## src/hw/cache_pkg.sv

```systemverilog
`default_nettype none

package cache_pkg;

    // Line and address geometry.
    localparam int LINE_BITS      = 256;
    localparam int ADDR_BITS      = 32;
    localparam int OFFSET_BITS    = 5;
    localparam int SET_BITS       = 3;
    localparam int TAG_BITS       = 24;

    // The eviction buffer compares on the full line address (address bits 31 to 5).
    localparam int LINE_ADDR_BITS = 27;

    // Eviction write buffer geometry.
    // The depth must stay a power of two so that the pointers wrap on their own.
    localparam int EWB_INDEX      = 2;
    localparam int EWB_DEPTH      = 4;

    typedef logic [LINE_BITS-1:0]      line_t;
    typedef logic [ADDR_BITS-1:0]      addr_t;
    typedef logic [LINE_ADDR_BITS-1:0] line_addr_t;
    typedef logic [SET_BITS-1:0]       set_t;
    typedef logic [TAG_BITS-1:0]       tag_t;

    // Miss handling states of the line cache.
    typedef enum logic [2:0] {
        IDLE,
        EVICT,
        CHECK,
        FILL,
        RESPOND
    } cache_state_t;

endpackage : cache_pkg

`default_nettype wire

```

## src/hw/mem_arbiter.sv

```systemverilog
`timescale 1ns/100ps
`default_nettype none

module mem_arbiter (
    input  wire logic             clk,
    input  wire logic             rst,

    // Fill reads from the cache.
    input  wire logic             fill_read_i,
    input  wire cache_pkg::addr_t fill_addr_i,
    output logic                  fill_resp_o,
    output cache_pkg::line_t      fill_rdata_o,

    // Drain writes from the eviction buffer.
    input  wire logic             ewb_empty_i,
    input  wire cache_pkg::line_t ewb_data_i,
    input  wire cache_pkg::addr_t ewb_addr_i,
    output logic                  ewb_yumi_o,

    // Physical memory port.
    input  wire logic             pmem_resp_i,
    input  wire cache_pkg::line_t pmem_rdata_i,
    output logic                  pmem_read_o,
    output logic                  pmem_write_o,
    output cache_pkg::addr_t      pmem_addr_o,
    output cache_pkg::line_t      pmem_wdata_o
);

    typedef enum logic [1:0] {
        ARB_IDLE,
        ARB_FILL,
        ARB_DRAIN
    } arb_state_t;

    arb_state_t state;
    arb_state_t state_next;

    // A new owner is chosen only from idle, and a pending fill beats a drain.
    always_comb begin
        state_next = state;
        case (state)
            ARB_IDLE: begin
                if (fill_read_i) begin
                    state_next = ARB_FILL;
                end else if (!ewb_empty_i) begin
                    state_next = ARB_DRAIN;
                end
            end
            ARB_FILL,
            ARB_DRAIN: begin
                if (pmem_resp_i) begin
                    state_next = ARB_IDLE;
                end
            end
            default: state_next = ARB_IDLE;
        endcase
    end

    always_ff @(posedge clk, posedge rst) begin
        if (rst) begin
            state <= ARB_IDLE;
        end else begin
            state <= state_next;
        end
    end

    // Capture the owner's address and data when it is granted.
    always_ff @(posedge clk) begin
        if (state == ARB_IDLE) begin
            if (fill_read_i) begin
                pmem_addr_o <= fill_addr_i;
            end else if (!ewb_empty_i) begin
                pmem_addr_o  <= ewb_addr_i;
                pmem_wdata_o <= ewb_data_i;
            end
        end
    end

    assign pmem_read_o  = (state == ARB_FILL);
    assign pmem_write_o = (state == ARB_DRAIN);

    // The response goes back to the current owner only.
    assign fill_resp_o  = pmem_resp_i && (state == ARB_FILL);
    assign ewb_yumi_o   = pmem_resp_i && (state == ARB_DRAIN);
    assign fill_rdata_o = pmem_rdata_i;

endmodule : mem_arbiter

`default_nettype wire

```

## config.mk

```make
export PLATFORM = sky130hd
export DESIGN_NAME = mem_arbiter
export DESIGN_NICKNAME = d
export VERILOG_FILES = /design/src/hw/cache_pkg.sv /design/src/hw/mem_arbiter.sv
export SDC_FILE = /design/constraint.sdc
export NUM_CORES = 1
export LEC_CHECK = 0
export ABC_CLOCK_PERIOD_IN_PS = 14870
export BUFFER_PORTS_ARGS = -buffer_cell sky130_fd_sc_hd__buf_2
export CAP_MARGIN = 25
export CELL_PAD_IN_SITES_DETAIL_PLACEMENT = 1
export CELL_PAD_IN_SITES_GLOBAL_PLACEMENT = 2
export CORE_AREA = 2 2 445 447
export CTS_CLUSTER_DIAMETER = 80
export CTS_CLUSTER_SIZE = 40
export DETAILED_ROUTE_END_ITERATION = 12
export DIE_AREA = 0 0 447 449
export GPL_TIMING_DRIVEN = 0
export PLACE_DENSITY_LB_ADDON = 0.3
export SKIP_CTS_REPAIR_TIMING = 1
export SLEW_MARGIN = 5
export SYNTH_ARGS = -nofsm -noshare
export SYNTH_HDL_FRONTEND = slang
export SYNTH_SLANG_ARGS = --single-unit
```

## constraint.sdc

```tcl
create_clock -name clk -period 14.87 [get_ports clk]
set_input_delay 1.487 -clock clk [delete_from_list [all_inputs] [get_ports clk]]
set_output_delay 1.487 -clock clk [all_outputs]
set_load 0.05 [all_outputs]
```

Yosys cells after proc, flatten, opt, wreduce, memory -nomap -nowiden

Index checks and enable logic that the tools add are counted.

Equal/unequal tests: 5
Mux-type cells: 6
Bitwise operators: 2
Reduce and logical (&&, ||, !) cells: 7

Operator list:

| operator           | number |
|---|---|
| $mux 32            | 2 |
| $mux 2             | 3 |
| $ne 2x2->1 const B | 2 |
| $pmux 2 s2         | 1 |
| $reduce_and 2->1   | 2 |
| $ne 3x3->1 const B | 1 |
| $reduce_and 3->1   | 1 |
| $eq 2x1->1 const B | 1 |
| $eq 2x2->1 const B | 1 |
| $logic_and 1x1->1  | 2 |
| $logic_not 2->1    | 1 |
| $not 1->1          | 2 |
| $reduce_or 2->1    | 1 |

Register bits: 290
Output and inout port bits: 548

Longest topological paths before layout

Gate-level depths: netlist (run 1).

Word-level depth: 4
Mapped depth: 5
Depth with buffers taken out: 5

Worst setup path before layout (run 1)

Ideal clock, no wire load.

Kind: in2reg
Start point: in fill_read_i
End point: reg pmem_wdata_o[0] (enable)
Library setup time: 880 ps
Data arrival time: 12526 ps
Data required time: 13990 ps
Slack: 1464 ps
Stages: 5
Buffers on the path: 2
Cell sequence: buf_6 buf_12 inv_2 nand2_1 nor2_1

Cells in the longest elaborated chain, start to end: 2

Ends and longest elaborated chain:

| element                           | RTL line          | text |
|---|---|---|
| start: declaration                | mem_arbiter.sv:9  | `input wire logic fill_read_i,` |
| $not 1->1 (no source line)        | --                |  |
| $reduce_and 3->1 (no source line) | --                |  |
| end signal: assignment            | mem_arbiter.sv:74 | `pmem_wdata_o <= ewb_data_i;` |
| end: declaration                  | mem_arbiter.sv:26 | `output cache_pkg::line_t pmem_wdata_o` |

Every way passes these cells.
A chain may end at the register's enable or synchronous reset.

Final worst setup path (run 1)

Start point: in pmem_resp_i
End point: out ewb_yumi_o

Cells in the longest elaborated chain, start to end: 1

Ends and longest elaborated chain:

| element            | RTL line          | text |
|---|---|---|
| start: declaration | mem_arbiter.sv:21 | `input wire logic pmem_resp_i,` |
| $logic_and 1x1->1  | mem_arbiter.sv:84 | `assign ewb_yumi_o = pmem_resp_i && (state == ARB_DRAIN);` |
| end: declaration   | mem_arbiter.sv:18 | `output logic ewb_yumi_o,` |

Every way passes these cells.

==> results of run 1 <==
==> metal layers <==
| metal | global-route usage (%) | part of all wire (%) |
|---|---|---|
| met3 | 1.37 | 6.6 |
| met2 | 11.9 | 59 |
| met5 | 0 | 0.067 |
| met4 | 1.51 | 2.2 |
| met1 | 5.35 | 32 |
==> metrics by stage <==
| stage | util, % | instance area, um2 | setup slack, ns | TNS, ns |
|---|---|---|---|---|
| 4_1_cts | 10.3 | 20300 | 11.38 | 0 |
| 5_1_grt | 10.3 | 20300 | 11.37 | 0 |
| 3_5_place_dp | 9.78 | 19200 | 10.82 | 0 |
| 3_3_place_gp | 9.66 | 19000 | -6.62 | -1665.50 |
| 6_report | 10.4 | 20300 | 11.40 | 0 |
| 2_1_floorplan | - | 11300 | 1.46 | 0 |
==> worst max path at each step <==
stage	endpoint	slack, ns	depth (start not counted)
global placement	pmem_wdata_o[48]	-6.62	5
finish	ewb_yumi_o	11.40	3
floorplan	pmem_wdata_o[0]	1.46	5
global route	ewb_yumi_o	11.37	3
detailed placement	pmem_wdata_o[93]	10.82	9
CTS	ewb_yumi_o	11.38	3
==> layout make-up <==
class / count / area [um2]
fill: 23100 / 176000
clock inverter: 22 / 429
multi-input combinational: 47 / 597
timing repair buffer: 882 / 4590
tap: 2640 / 3300
inverter: 5 / 18.8
antenna: 15 / 37.5
clock buffer: 26 / 651
sequential: 290 / 8700
buffer: 260 / 1990
==> state kept, by name, indices dropped and copies added, names as in the netlist <==
name / cells
pmem_addr_o: 32
state: 2
pmem_wdata_o: 256
==> power by group through the flow <==
| stage | combinational [W] | sequential [W] | clock [W] |
|---|---|---|---|
| after CTS | 0.000900 | 0.00107 | 0.000879 |
| after floorplan | 0.000277 | 0.00146 | 0 |
| after global placement | 0.000865 | 0.00118 | 0 |
| after global routing | 0.000917 | 0.00108 | 0.000896 |
| after detailed placement | 0.000899 | 0.00109 | 0 |
| final | 0.000878 | 0.00107 | 0.000825 |
==> logic make-up (layout without fill, tap and decap cells) <==
family / count (synthesis) / after routing / synth area share, %
muxes: 32 / 32 / 4.12
AOI/OAI and AO/OA: 4 / 4 / 0.222
adders and majority gates: 4 / 4 / 0.443
and+or+nand+nor: 7 / 7 / 0.332
DFF: 290 / 290 / 77.1
buffers and inverters: 265 / 1195 / 17.8
other: 0 / 15 / 0
==> critical path, delay by kind of cell <==
family,cells,cell delay [ns]
simple gates,1,0.11
buf+inv,2,0.38
==> cells in the mapped netlist (all sizes together) <==
library cell  instances  area share (%)
nand4                 1           0.055
inv                   5            0.17
buf                 260              18
nand2                 1           0.033
and2                  2            0.11
a21boi                1           0.067
dfrtp                 2            0.44
nor2                  1           0.033
nand2b                1           0.055
mux2                 32             4.1
ha                    4            0.44
edfxtp              288              77
o211ai                1           0.067
nand3                 1           0.044
a21oi                 2           0.089
==> cell usage in the layout, fill, tap and decap left out, types with 3 or more instances in the layout <==
master,synthesis,final
buf_12,3,13
buf_2,0,871
buf_4,256,256
clkbuf_16,0,26
clkinv_16,0,7
clkinv_8,0,3
diode_2,0,15
edfxtp_1,288,288
ha_1,4,4
inv_1,4,4
inv_12,0,3
inv_16,0,4
mux2_2,4,4
mux2_4,28,28
==> flow_summary.html, run 1 <==
<table>
<tr><th>Metric</th><th>Value</th></tr>
<tr><th colspan="2">Run status</th></tr>
<tr><td>Outcome</td><td>completed</td></tr>
<tr><th colspan="2">Cells and area</th></tr>
<tr><td>Area added between synthesis and finish</td><td>80.0%</td></tr>
<tr><td>Filler-free cell count of the finished design</td><td>4,187</td></tr>
<tr><td>NumNets Final</td><td>2,097</td></tr>
<tr><td>Share of layout cells above drive strength 1</td><td>79.9%</td></tr>
<tr><th colspan="2">Pwr</th></tr>
<tr><td>Total design power</td><td>0.00277 W</td></tr>
<tr><td>Power per cell area</td><td>136 nW/um2</td></tr>
<tr><td>Switching power summed over all nets</td><td>0.00115 W</td></tr>
<tr><td>Net switching share of the total power</td><td>41.7%</td></tr>
<tr><td>Gate power share</td><td>31.7%</td></tr>
<tr><td>Leakage Power</td><td>8.31 nW</td></tr>
<tr><td>Share of power burned in the clock network</td><td>29.8%</td></tr>
<tr><td>Share of total power in sequential cells</td><td>38.6%</td></tr>
<tr><td>Peak VDD IR</td><td>0.0000821 V</td></tr>
<tr><td>P_int</td><td>0.00162 W</td></tr>
<tr><th colspan="2">STA</th></tr>
<tr><td>Post-route clock skew</td><td>0.0290 ns</td></tr>
<tr><td>Fraction of the cycle the final worst path needs</td><td>23.3%</td></tr>
<tr><td>Max Transition Viols Final</td><td>0</td></tr>
<tr><td>Transition at the pin with the smallest max-transition slack</td><td>0.833 ns</td></tr>
<tr><td>Max-slew headroom at the worst pin</td><td>44.3%</td></tr>
<tr><td>Timing-limited maximum frequency</td><td>0.288 GHz</td></tr>
<tr><td>RSZ-0062 raised after global routing</td><td>no</td></tr>
<tr><td>Worst Hold Slack</td><td>0.581 ns</td></tr>
<tr><td>Final Critical Period</td><td>3.47 ns</td></tr>
<tr><td>Final setup violating endpoints</td><td>0</td></tr>
<tr><td>Final hold vios</td><td>0</td></tr>
<tr><th colspan="2">GRT</th></tr>
<tr><td>Final global-route overflow total</td><td>0</td></tr>
<tr><td>Total routing usage reported by global routing</td><td>5.70%</td></tr>
<tr><td>Number of antenna violations at the first check in global routing</td><td>37</td></tr>
<tr><td>Number of global-route vias before repair</td><td>8,482</td></tr>
<tr><td>Pin count of the biggest net entering global routing</td><td>29</td></tr>
<tr><td>First-pass GRT wire length</td><td>77,000 um</td></tr>
<tr><th colspan="2">Min path</th></tr>
<tr><td>Hold Path End</td><td>state[1]</td></tr>
<tr><td>Type of the tightest min-delay check</td><td>reg -&gt; reg</td></tr>
<tr><td>Hold Path Stages</td><td>2</td></tr>
<tr><td>Hold Path Origin</td><td>state[1]</td></tr>
<tr><th colspan="2">Synthesis</th></tr>
<tr><td>Yosys warning total</td><td>0</td></tr>
<tr><td>Number of distinct standard cells referenced by the synthesized netlist</td><td>19</td></tr>
<tr><td>Mean instance size in the synthesized netlist</td><td>18.8 um2</td></tr>
<tr><td>Post-synthesis net count</td><td>1,187</td></tr>
<tr><td>Sequential-to-total area share from yosys stat</td><td>77.1%</td></tr>
<tr><td>Cells after Synth</td><td>602</td></tr>
<tr><td>Post-synthesis cell area</td><td>11,300 um2</td></tr>
<tr><td>Total of flip-flops plus latches after synthesis</td><td>290</td></tr>
<tr><th colspan="2">Critical path</th></tr>
<tr><td>Most used cell along the critical path</td><td>buf_2</td></tr>
<tr><td>Critical Path Start Type</td><td>input port</td></tr>
<tr><td>Worst path max stage delay</td><td>0.29 ns</td></tr>
<tr><td>Cell with the biggest individual delay on the critical path</td><td>buf_2</td></tr>
<tr><td>Largest fanout of any net on the critical path</td><td>3</td></tr>
<tr><td>Critical path launch point</td><td>pmem_resp_i</td></tr>
<tr><td>WS Path Type</td><td>in -&gt; out</td></tr>
<tr><td>Critical register-to-register path startpoint</td><td>state[0]</td></tr>
<tr><td>Terminus of the critical flop-to-flop path</td><td>pmem_wdata_o[8]</td></tr>
<tr><td>Critical path cell sequence</td><td>buf_2 -&gt; and2_1 -&gt; buf_2</td></tr>
<tr><td>Setup crit end kind</td><td>primary output</td></tr>
<tr><td>Worst setup slack for register-to-register paths</td><td>12.13 ns</td></tr>
<tr><td>Worst R2R Path Depth</td><td>8</td></tr>
<tr><td>Required time of the critical path</td><td>13.38 ns</td></tr>
<tr><td>Critical path arrival</td><td>1.98 ns</td></tr>
<tr><th colspan="2">Drt</th></tr>
<tr><td>Routed via count</td><td>8,261</td></tr>
<tr><td>Residual DRC count</td><td>0</td></tr>
<tr><td>Total Wirelength</td><td>61,500 um</td></tr>
<tr><td>Post-route ant nets</td><td>0</td></tr>
<tr><td>Number of detailed-routing iterations run before antenna repair</td><td>4</td></tr>
<tr><td>Wire length per cell</td><td>14.7 um</td></tr>
<tr><td>Via density</td><td>1.97</td></tr>
<tr><td>Number of DRC markers in iteration 0</td><td>265</td></tr>
<tr><th colspan="2">Place</th></tr>
<tr><td>Placed cell count</td><td>4,124</td></tr>
<tr><td>Detailed-placement wirelength estimate</td><td>53,700 um</td></tr>
<tr><td>Final Wtd Congestion</td><td>0.748</td></tr>
<tr><td>I/O Buffers</td><td>871</td></tr>
<tr><th colspan="2">Die</th></tr>
<tr><td>Core Box Area</td><td>196,000 um2</td></tr>
<tr><td>Initial standard-cell utilization of the core</td><td>5.75%</td></tr>
<tr><td>Vertical extent of the die</td><td>449 um</td></tr>
<tr><td>Area enclosed by the die boundary</td><td>201,000 um2</td></tr>
<tr><td>Std-Cell Rows</td><td>163</td></tr>
<tr><td>X dimension of the die</td><td>447 um</td></tr>
<tr><td>I/O pin count</td><td>1,129</td></tr>
<tr><th colspan="2">Clock network</th></tr>
<tr><td>Clock latency at the later pin of the worst-skew pair</td><td>0.64 ns</td></tr>
<tr><td>Clock Tree Buf Depth</td><td>3</td></tr>
<tr><td>Clock buffer count from CTS</td><td>26</td></tr>
<tr><td>Clock-pin slew reported for the worst setup and hold paths after clock tree synthesis</td><td>0.09 ns</td></tr>
<tr><td>TritonCTS Sinks</td><td>290</td></tr>
<tr><td>CTS tree</td><td>built</td></tr>
<tr><td>Depth of the CTS H-tree</td><td>1</td></tr>
<tr><td>Cell at the root of the clock tree</td><td>clkbuf_16</td></tr>
<tr><th colspan="2">Job</th></tr>
<tr><td>Reported max-cap violation count</td><td>0</td></tr>
</table>
Note: power is estimated with default switching activity, not from simulation.
==> run 2, diff against run 1 <==
--- a/config.mk
+++ b/config.mk
@@ -5,7 +5,7 @@
 export SDC_FILE = /design/constraint.sdc
 export NUM_CORES = 1
 export LEC_CHECK = 0
-export ABC_CLOCK_PERIOD_IN_PS = 14870
+export ABC_CLOCK_PERIOD_IN_PS = 3500
 export BUFFER_PORTS_ARGS = -buffer_cell sky130_fd_sc_hd__buf_2
 export CAP_MARGIN = 25
 export CELL_PAD_IN_SITES_DETAIL_PLACEMENT = 1
==> constraint.sdc (replaced) <==
create_clock -name clk -period 3.5 [get_ports clk]
set_input_delay 0.35 -clock clk [delete_from_list [all_inputs] [get_ports clk]]
set_output_delay 0.35 -clock clk [all_outputs]
set_load 0.05 [all_outputs]
==> run 2 against run 1 <==
Total power increased to 4.3 times the previous value. Critical endpoint is now pmem_wdata_o[198]. Hold slack got worse by 0.53 ns. Global-route usage about the same. Clock-buffer cell count decreased by 2. First-iteration DRC count unchanged. Sequential share of layout area decreased by 5.4 points.
==> flow_summary.html, run 2 (synthesis gave the netlist of run 1 again) <==
<table>
<tr><th>Metric</th><th>Value</th></tr>
<tr><th colspan="2">Die</th></tr>
<tr><td>Core Box Area</td><td>196,000 um2 (unchanged)</td></tr>
<tr><td>Std-Cell Rows</td><td>163 (unchanged)</td></tr>
<tr><td>Initial standard-cell utilization of the core</td><td>5.75% (unchanged)</td></tr>
<tr><td>Area enclosed by the die boundary</td><td>201,000 um2 (unchanged)</td></tr>
<tr><td>Vertical extent of the die</td><td>449 um (unchanged)</td></tr>
<tr><td>I/O pin count</td><td>1,129 (unchanged)</td></tr>
<tr><td>X dimension of the die</td><td>447 um (unchanged)</td></tr>
<tr><th colspan="2">Place</th></tr>
<tr><td>Detailed-placement wirelength estimate</td><td>54,400 um (+1.3%)</td></tr>
<tr><td>Dpl cell area</td><td>19,300 um2 (+0.40%)</td></tr>
<tr><td>Worst-case setup slack after placement</td><td>0.357 ns (-10.47 ns)</td></tr>
<tr><td>I/O Buffers</td><td>871 (unchanged)</td></tr>
<tr><td>Final Wtd Congestion</td><td>0.738 (-1.2%)</td></tr>
<tr><th colspan="2">Drt</th></tr>
<tr><td>Total Wirelength</td><td>63,200 um (+2.7%)</td></tr>
<tr><td>Wire length per cell</td><td>14.1 um (-4.0%)</td></tr>
<tr><td>Via density</td><td>2.08 (+5.3%)</td></tr>
<tr><td>Number of detailed-routing iterations run before antenna repair</td><td>4 (unchanged)</td></tr>
<tr><td>Post-route ant nets</td><td>0 (unchanged)</td></tr>
<tr><td>Number of DRC markers in iteration 0</td><td>265 (unchanged)</td></tr>
<tr><td>Routed via count</td><td>9,305 (+13%)</td></tr>
<tr><td>Residual DRC count</td><td>0 (unchanged)</td></tr>
<tr><th colspan="2">STA</th></tr>
<tr><td>Timing-limited maximum frequency</td><td>0.336 GHz</td></tr>
<tr><td>Fraction of the cycle the final worst path needs</td><td>85.0%</td></tr>
<tr><td>Final setup violating endpoints</td><td>0 (unchanged)</td></tr>
<tr><td>Max Transition Viols Final</td><td>0 (unchanged)</td></tr>
<tr><td>Transition at the pin with the smallest max-transition slack</td><td>0.729 ns (-0.104 ns)</td></tr>
<tr><td>Max-slew headroom at the worst pin</td><td>51.3% (+6.9 points)</td></tr>
<tr><td>Smallest setup slack after layout</td><td>0.524 ns (-10.88 ns)</td></tr>
<tr><td>Final Critical Period</td><td>2.98 ns</td></tr>
<tr><td>Post-route clock skew</td><td>0.0286 ns (-0.000351 ns)</td></tr>
<tr><td>Final hold vios</td><td>0 (unchanged)</td></tr>
<tr><td>RSZ-0062 raised after global routing</td><td>no</td></tr>
<tr><th colspan="2">Cells and area</th></tr>
<tr><td>Number of flip-flops under the largest register name</td><td>256 (unchanged)</td></tr>
<tr><td>Post-route standard cell area excluding fillers</td><td>23,300 um2 (+15%)</td></tr>
<tr><td>Largest register by flop count</td><td>pmem_wdata_o</td></tr>
<tr><td>Area added between synthesis and finish</td><td>106%</td></tr>
<tr><td>Leading cell type in the layout, fill and taps excluded</td><td>buf_2</td></tr>
<tr><td>Largest registers</td><td>pmem_wdata_o: 256 flops, pmem_addr_o: 32 flops, state: 2 flops</td></tr>
<tr><td>Fillcell total</td><td>23,100 (-0.017%)</td></tr>
<tr><td>NumNets Final</td><td>2,400 (+14%)</td></tr>
<tr><td>Share of layout cells above drive strength 1</td><td>66.9% (-13 points)</td></tr>
<tr><td>Commonest cells after routing, fill and taps aside</td><td>buf_2 (871), dlygate4sd3_1 (304), edfxtp_1 (288), buf_4 (256), mux2_4 (28)</td></tr>
<tr><th colspan="2">Critical path</th></tr>
<tr><td>Worst R2R Path Depth</td><td>10 (+2)</td></tr>
<tr><td>Largest fanout of any net on the critical path</td><td>30 (+27)</td></tr>
<tr><td>Critical path arrival</td><td>3.27 ns (+1.29 ns)</td></tr>
<tr><td>Critical Path Start Type</td><td>flip-flop</td></tr>
<tr><td>Setup crit end kind</td><td>flip-flop</td></tr>
<tr><td>Worst setup slack for register-to-register paths</td><td>0.52 ns (-11.61 ns)</td></tr>
<tr><td>Required time of the critical path</td><td>3.79 ns (-9.59 ns)</td></tr>
<tr><td>WS Path Type</td><td>reg -&gt; reg</td></tr>
<tr><th colspan="2">Clock network</th></tr>
<tr><td>Clock Tree Buf Depth</td><td>3 (unchanged)</td></tr>
<tr><td>Depth of the CTS H-tree</td><td>1 (unchanged)</td></tr>
<tr><td>Cell at the root of the clock tree</td><td>clkbuf_16</td></tr>
<tr><td>Clock latency at the later pin of the worst-skew pair</td><td>0.61 ns (-0.03 ns)</td></tr>
<tr><td>TritonCTS Sinks</td><td>290 (unchanged)</td></tr>
<tr><td>Clock buffer count from CTS</td><td>24 (-7.7%)</td></tr>
<tr><td>Clock-pin slew reported for the worst setup and hold paths after clock tree synthesis</td><td>0.09 ns (about the same)</td></tr>
<tr><td>CTS tree</td><td>built</td></tr>
<tr><th colspan="2">Pwr</th></tr>
<tr><td>Power per cell area</td><td>510 nW/um2 (+270%)</td></tr>
<tr><td>Peak VDD IR</td><td>0.000280 V (+240%)</td></tr>
<tr><td>Leakage Power</td><td>9.54 nW (+15%)</td></tr>
<tr><th colspan="2">GRT</th></tr>
<tr><td>First-pass GRT wire length</td><td>77,000 um (about the same)</td></tr>
<tr><td>Final global-route overflow total</td><td>0 (unchanged)</td></tr>
<tr><td>Number of antenna violations at the first check in global routing</td><td>28 (-24%)</td></tr>
<tr><td>Pin count of the biggest net entering global routing</td><td>31 (+6.9%)</td></tr>
<tr><td>Number of global-route vias before repair</td><td>8,238 (-2.9%)</td></tr>
<tr><td>Total routing usage reported by global routing</td><td>5.71% (+0.013 points)</td></tr>
<tr><th colspan="2">Min path</th></tr>
<tr><td>Hold Path Stages</td><td>2 (unchanged)</td></tr>
<tr><td>Type of the tightest min-delay check</td><td>in -&gt; reg</td></tr>
<tr><th colspan="2">Job</th></tr>
<tr><td>Reported max-cap violation count</td><td>0 (unchanged)</td></tr>
<tr><th colspan="2">Run status</th></tr>
<tr><td>Outcome</td><td>completed</td></tr>
</table>
[run 2: per-layer routing]
| metal | track usage [%] | vias to the layer above | routed length [um] |
|---|---|---|---|
| li1 | - | 4332 | - |
| met1 | 5.48 | 4468 | 20600 |
| met2 | 11.7 | 441 | 37300 |
| met3 | 1.29 | 62 | 3820 |
| met4 | 1.64 | 2 | 1430 |
| met5 | 0 | - | 13 |
[run 2: metrics by stage]
stage	total power, W	std cells	TNS (ns)	util [%]	hold slack (ns)
2_1_floorplan	0.00728	602	-361.97	-	0.0912
3_3_place_gp	0.00848	4113	-1168.54	9.68	0.299
3_5_place_dp	0.00859	4125	0	9.82	0.297
4_1_cts	0.0119	4169	0	10.3	-0.382
5_1_grt	0.0124	4474	0	11.9	0.000510
6_report	0.0119	4479	0	11.9	0.0462
[run 2: path summary, 6_finish.rpt]
check / from / end
setup / recovery: state[0] / pmem_wdata_o[198]
hold / removal: fill_addr_i[30] / pmem_addr_o[30]
setup reg to reg: state[0] / pmem_wdata_o[198]
hold reg to reg: state[1] / state[1]
max in group asynchronous: rst / state[1]
min in group asynchronous: rst / state[0]
[run 2: layout make-up]
class                      count  area [um2]  share of cell area [%]
clock buffer                  24         601                    2.58
multi-input combinational     47         617                    2.65
tap                         2640        3300                    14.2
buffer                       260        2000                    8.60
inverter                       5        23.8                   0.102
antenna                        6        15.0                  0.0645
timing repair buffer        1187        7670                    33.0
sequential                   290        8700                    37.4
clock inverter                20         337                    1.45
[run 2: worst max-delay path, cell delays in order, from the launching register on]
cell,delay [ns]
dfrtp_1,0.42
inv_2,0.11
ha_4,0.15
nand2_4,0.06
nor2_4,0.56
buf_12,0.26
buf_12,0.19
buf_16,0.19
buf_12,0.20
buf_12,0.22
buf_12,0.23
[run 2: where the power goes]
group	internal [W]	total, W	leakage, nW	switching (W)
clock	0.00144	0.00318	0.437	0.00174
sequential	0.00440	0.00455	2.69	0.000150
combinational	0.00113	0.00414	6.41	0.00301
==> run 3, diff against run 2 <==
--- a/config.mk
+++ b/config.mk
@@ -5,16 +5,16 @@
 export SDC_FILE = /design/constraint.sdc
 export NUM_CORES = 1
 export LEC_CHECK = 0
-export ABC_CLOCK_PERIOD_IN_PS = 3500
+export ABC_AREA = 1
 export BUFFER_PORTS_ARGS = -buffer_cell sky130_fd_sc_hd__buf_2
 export CAP_MARGIN = 25
 export CELL_PAD_IN_SITES_DETAIL_PLACEMENT = 1
 export CELL_PAD_IN_SITES_GLOBAL_PLACEMENT = 2
-export CORE_AREA = 2 2 445 447
+export CORE_AREA = 2 2 444 446
 export CTS_CLUSTER_DIAMETER = 80
 export CTS_CLUSTER_SIZE = 40
 export DETAILED_ROUTE_END_ITERATION = 12
-export DIE_AREA = 0 0 447 449
+export DIE_AREA = 0 0 446 448
 export GPL_TIMING_DRIVEN = 0
 export PLACE_DENSITY_LB_ADDON = 0.3
 export SKIP_CTS_REPAIR_TIMING = 1
==> run 3 against run 2 <==
Hold slack got worse by 0.012 ns. Via count rose by 8.9%. Wire length rose by 33%. Area after synthesis fell by 0.67%. Global-route usage rose by 2.0 points. Register-to-register slack improved by 0.33 ns. Setup slack improved by 0.33 ns. Sequential power rose by 1%.
==> flow_summary.html, run 3 <==
<table>
<tr><th>Metric</th><th>Value</th></tr>
<tr><th colspan="2">Critical path</th></tr>
<tr><td>WS Path Type</td><td>reg -&gt; reg</td></tr>
<tr><td>Worst R2R Path Depth</td><td>9 (-1)</td></tr>
<tr><td>Critical Path Start Type</td><td>flip-flop</td></tr>
<tr><td>Terminus of the critical flop-to-flop path</td><td>pmem_wdata_o[121]</td></tr>
<tr><td>Largest fanout of any net on the critical path</td><td>29 (-3.3%)</td></tr>
<tr><td>Required time of the critical path</td><td>3.82 ns (+0.03 ns)</td></tr>
<tr><td>Worst setup slack for register-to-register paths</td><td>0.86 ns (+0.33 ns)</td></tr>
<tr><td>Critical path arrival</td><td>2.96 ns (-0.31 ns)</td></tr>
<tr><td>Setup crit end kind</td><td>flip-flop</td></tr>
<tr><td>Critical register-to-register path startpoint</td><td>state[0]</td></tr>
<tr><th colspan="2">Synthesis</th></tr>
<tr><td>Post-synthesis net count</td><td>1,262 (+6.3%)</td></tr>
<tr><td>Flip-flop cell with the highest count after synthesis</td><td>edfxtp_1</td></tr>
<tr><td>Synth area leader</td><td>edfxtp_1</td></tr>
<tr><td>Yosys warning total</td><td>0 (unchanged)</td></tr>
<tr><td>Post-synthesis async set-or-reset flop share</td><td>0.690% (unchanged)</td></tr>
<tr><td>Cells after Synth</td><td>677 (+12%)</td></tr>
<tr><td>Number of enable-type register cells in the synthesized netlist</td><td>288 (unchanged)</td></tr>
<tr><td>Post-synth top cells</td><td>edfxtp_1 (288), buf_4 (258), nand2_1 (106)</td></tr>
<tr><td>Share of Yosys cell area claimed by the top area cell type</td><td>77.1% (+0.51 points)</td></tr>
<tr><td>Mean instance size in the synthesized netlist</td><td>16.6 um2 (-12%)</td></tr>
<tr><td>Synth top area cells</td><td>edfxtp_1 (77%), buf_4 (17%), nand2_1 (3.5%)</td></tr>
<tr><td>Total of flip-flops plus latches after synthesis</td><td>290 (unchanged)</td></tr>
<tr><td>Post-synthesis cell area</td><td>11,200 um2 (-0.67%)</td></tr>
<tr><td>Number of distinct standard cells referenced by the synthesized netlist</td><td>13 (-6)</td></tr>
<tr><td>Dominant cell by count in the synthesized netlist</td><td>edfxtp_1</td></tr>
<tr><td>Sequential-to-total area share from yosys stat</td><td>77.6% (+0.52 points)</td></tr>
<tr><th colspan="2">Clock network</th></tr>
<tr><td>CTS tree</td><td>built</td></tr>
<tr><td>Clock buffer count from CTS</td><td>27 (+13%)</td></tr>
<tr><td>Clock latency at the later pin of the worst-skew pair</td><td>0.63 ns (+0.02 ns)</td></tr>
<tr><td>Clock Tree Buf Depth</td><td>3 (unchanged)</td></tr>
<tr><td>TritonCTS Sinks</td><td>290 (unchanged)</td></tr>
<tr><td>Clock-pin slew reported for the worst setup and hold paths after clock tree synthesis</td><td>0.08 ns (about the same)</td></tr>
<tr><td>Cell at the root of the clock tree</td><td>clkbuf_16</td></tr>
<tr><td>Depth of the CTS H-tree</td><td>1 (unchanged)</td></tr>
<tr><th colspan="2">STA</th></tr>
<tr><td>Transition at the pin with the smallest max-transition slack</td><td>0.586 ns (-0.143 ns)</td></tr>
<tr><td>Final hold vios</td><td>0 (unchanged)</td></tr>
<tr><td>Fraction of the cycle the final worst path needs</td><td>75.5% (-9.5 points)</td></tr>
<tr><td>Final setup violating endpoints</td><td>0 (unchanged)</td></tr>
<tr><td>RSZ-0062 raised after global routing</td><td>no</td></tr>
<tr><td>Post-route clock skew</td><td>0.0228 ns (-0.00580 ns)</td></tr>
<tr><td>Max Transition Viols Final</td><td>0 (unchanged)</td></tr>
<tr><td>Timing-limited maximum frequency</td><td>0.378 GHz (+13%)</td></tr>
<tr><td>Max-slew headroom at the worst pin</td><td>60.8% (+9.5 points)</td></tr>
<tr><td>Final Critical Period</td><td>2.64 ns (-0.333 ns)</td></tr>
<tr><th colspan="2">Pwr</th></tr>
<tr><td>Total design power</td><td>0.0123 W (+3.4%)</td></tr>
<tr><td>Peak VDD IR</td><td>0.000324 V (+16%)</td></tr>
<tr><td>Leakage Power</td><td>9.72 nW (+1.8%)</td></tr>
<tr><td>Power per cell area</td><td>529 nW/um2 (+3.7%)</td></tr>
<tr><th colspan="2">Cells and area</th></tr>
<tr><td>Share of layout cells above drive strength 1</td><td>62.8% (-4.1 points)</td></tr>
<tr><td>Largest register by flop count</td><td>pmem_wdata_o</td></tr>
<tr><td>Filler-free cell count of the finished design</td><td>4,483 (+0.089%)</td></tr>
<tr><td>Largest registers</td><td>pmem_wdata_o: 256 flops, pmem_addr_o: 32 flops, state: 2 flops</td></tr>
<tr><td>Area added between synthesis and finish</td><td>107%</td></tr>
<tr><td>Commonest cells after routing, fill and taps aside</td><td>buf_2 (871), dlygate4sd3_1 (307), edfxtp_1 (288), buf_4 (258), nand2_1 (105)</td></tr>
<tr><td>NumNets Final</td><td>2,482 (+3.4%)</td></tr>
<tr><td>Leading cell type in the layout, fill and taps excluded</td><td>buf_2</td></tr>
<tr><td>Core Util, Final</td><td>11.9% (+0.070 points)</td></tr>
<tr><td>Number of flip-flops under the largest register name</td><td>256 (unchanged)</td></tr>
<tr><td>Post-route standard cell area excluding fillers</td><td>23,200 um2 (-0.24%)</td></tr>
<tr><th colspan="2">Place</th></tr>
<tr><td>Detailed-placement wirelength estimate</td><td>74,600 um (+37%)</td></tr>
<tr><td>Placed cell count</td><td>4,103 (-0.53%)</td></tr>
<tr><td>I/O Buffers</td><td>871 (unchanged)</td></tr>
<tr><td>Final Wtd Congestion</td><td>0.760 (+3.0%)</td></tr>
<tr><td>Dpl cell area</td><td>19,100 um2 (-0.98%)</td></tr>
<tr><th colspan="2">Min path</th></tr>
<tr><td>Type of the tightest min-delay check</td><td>in -&gt; reg</td></tr>
<tr><td>Hold Path Stages</td><td>3 (+1)</td></tr>
<tr><td>Hold Path End</td><td>pmem_addr_o[29]</td></tr>
<tr><td>Hold Path Origin</td><td>ewb_addr_i[29]</td></tr>
<tr><th colspan="2">Drt</th></tr>
<tr><td>Wire length per cell</td><td>18.8 um (+33%)</td></tr>
<tr><td>Total Wirelength</td><td>84,300 um (+33%)</td></tr>
<tr><td>Post-route ant nets</td><td>0 (unchanged)</td></tr>
<tr><td>Via density</td><td>2.26 (+8.8%)</td></tr>
<tr><td>Number of DRC markers in iteration 0</td><td>445 (+68%)</td></tr>
<tr><td>Residual DRC count</td><td>0 (unchanged)</td></tr>
<tr><td>Number of detailed-routing iterations run before antenna repair</td><td>4 (unchanged)</td></tr>
<tr><td>Routed via count</td><td>10,100 (+8.9%)</td></tr>
<tr><th colspan="2">Die</th></tr>
<tr><td>Core Box Area</td><td>195,000 um2 (-0.82%)</td></tr>
<tr><td>Std-Cell Rows</td><td>162 (-0.61%)</td></tr>
<tr><td>Area enclosed by the die boundary</td><td>200,000 um2 (-0.45%)</td></tr>
<tr><td>Initial standard-cell utilization of the core</td><td>5.76% (+0.0090 points)</td></tr>
<tr><td>Vertical extent of the die</td><td>448 um (-0.22%)</td></tr>
<tr><td>I/O pin count</td><td>1,129 (unchanged)</td></tr>
<tr><td>X dimension of the die</td><td>446 um (-0.22%)</td></tr>
<tr><th colspan="2">GRT</th></tr>
<tr><td>Final global-route overflow total</td><td>0 (unchanged)</td></tr>
<tr><td>Number of global-route vias before repair</td><td>8,928 (+8.4%)</td></tr>
<tr><td>First-pass GRT wire length</td><td>98,300 um (+28%)</td></tr>
<tr><td>Total routing usage reported by global routing</td><td>7.66% (+2.0 points)</td></tr>
<tr><td>Pin count of the biggest net entering global routing</td><td>31 (unchanged)</td></tr>
<tr><td>Number of antenna violations at the first check in global routing</td><td>75 (+170%)</td></tr>
<tr><th colspan="2">Job</th></tr>
<tr><td>Reported max-cap violation count</td><td>0 (unchanged)</td></tr>
<tr><th colspan="2">Run status</th></tr>
<tr><td>Outcome</td><td>completed</td></tr>
</table>
==> run 3: cell count changes after synthesis, sizes merged, moves of 2 or more <==
cell   change
buf        +3
and2       -2
inv        +4
nand2    +106
a21oi      -2
mux2      -32
==> run 3: per-stage QoR <==
stage                     TNS (ns)  hold slack [ns]  setup slack [ns]
after global placement    -1147.26            0.328             -4.15
after CTS                        0           -0.406             0.771
after detailed placement         0            0.328             0.814
final                            0           0.0341             0.856
after global routing             0          0.00410             0.654
after floorplan            -354.03           0.0912             -1.38
==> run 3: logic make-up (layout without fill, tap and decap cells) <==
| logic type | count (synthesis) | count (layout) | synth area share [%] |
|---|---|---|---|
| compound gates | 1 | 1 | 0.0670 |
| simple gates | 110 | 110 | 3.77 |
| other cells | 0 | 23 | 0 |
| flops | 290 | 290 | 77.6 |
| buf+inv | 272 | 1513 | 18.1 |
| fa+ha+maj | 4 | 4 | 0.446 |
==> run 3: final cells by class <==
type | count | area [um2]
buffer | 263 | 1990
clock buffer | 28 | 679
fill | 22900 | 171000
clock inverter | 22 | 319
inverter | 9 | 41.3
sequential | 290 | 8700
tap | 2542 | 3180
timing repair buffer | 1191 | 7730
antenna | 23 | 57.6
multi-input combinational | 115 | 514
==> run 3: how the worst max path moves through the flow <==
| stage | from | endpoint | slack, ns | cells past startpoint |
|---|---|---|---|---|
| CTS | state[0] | pmem_wdata_o[15] | 0.77 | 9 |
| finish | state[0] | pmem_wdata_o[121] | 0.86 | 9 |
| global placement | state[0] | pmem_wdata_o[15] | -4.15 | 4 |
| global route | state[1] | pmem_wdata_o[110] | 0.65 | 9 |
| floorplan | state[1] | pmem_wdata_o[0] | -1.38 | 4 |
| detailed placement | state[0] | pmem_wdata_o[15] | 0.81 | 9 |
==> run 3: where the power goes <==
group | internal, W | switching [W] | leakage (nW) | total [W]
Sequential | 0.00442 | 0.000195 | 2.70 | 0.00461
Combinational | 0.00114 | 0.00317 | 6.53 | 0.00431
Clock | 0.00158 | 0.00178 | 0.483 | 0.00336
==> run 3: critical path, cell delays in order, from the launching register on <==
cell	delay, ns
dfrtp_1	0.43
inv_2	0.11
ha_4	0.14
nand2_2	0.06
nor2_4	0.48
buf_16	0.22
buf_12	0.21
buf_16	0.19
buf_12	0.21
buf_12	0.22
==> run 3: per-layer routing <==
metal  vias up  global-route usage (%)  routed length [um]
li1       4561                       -                   -
met1      4888                    8.80               31500
met2       532                    13.5               43300
met3       136                    2.84                7640
met4        12                    1.54                1770
met5         -                       0                  80
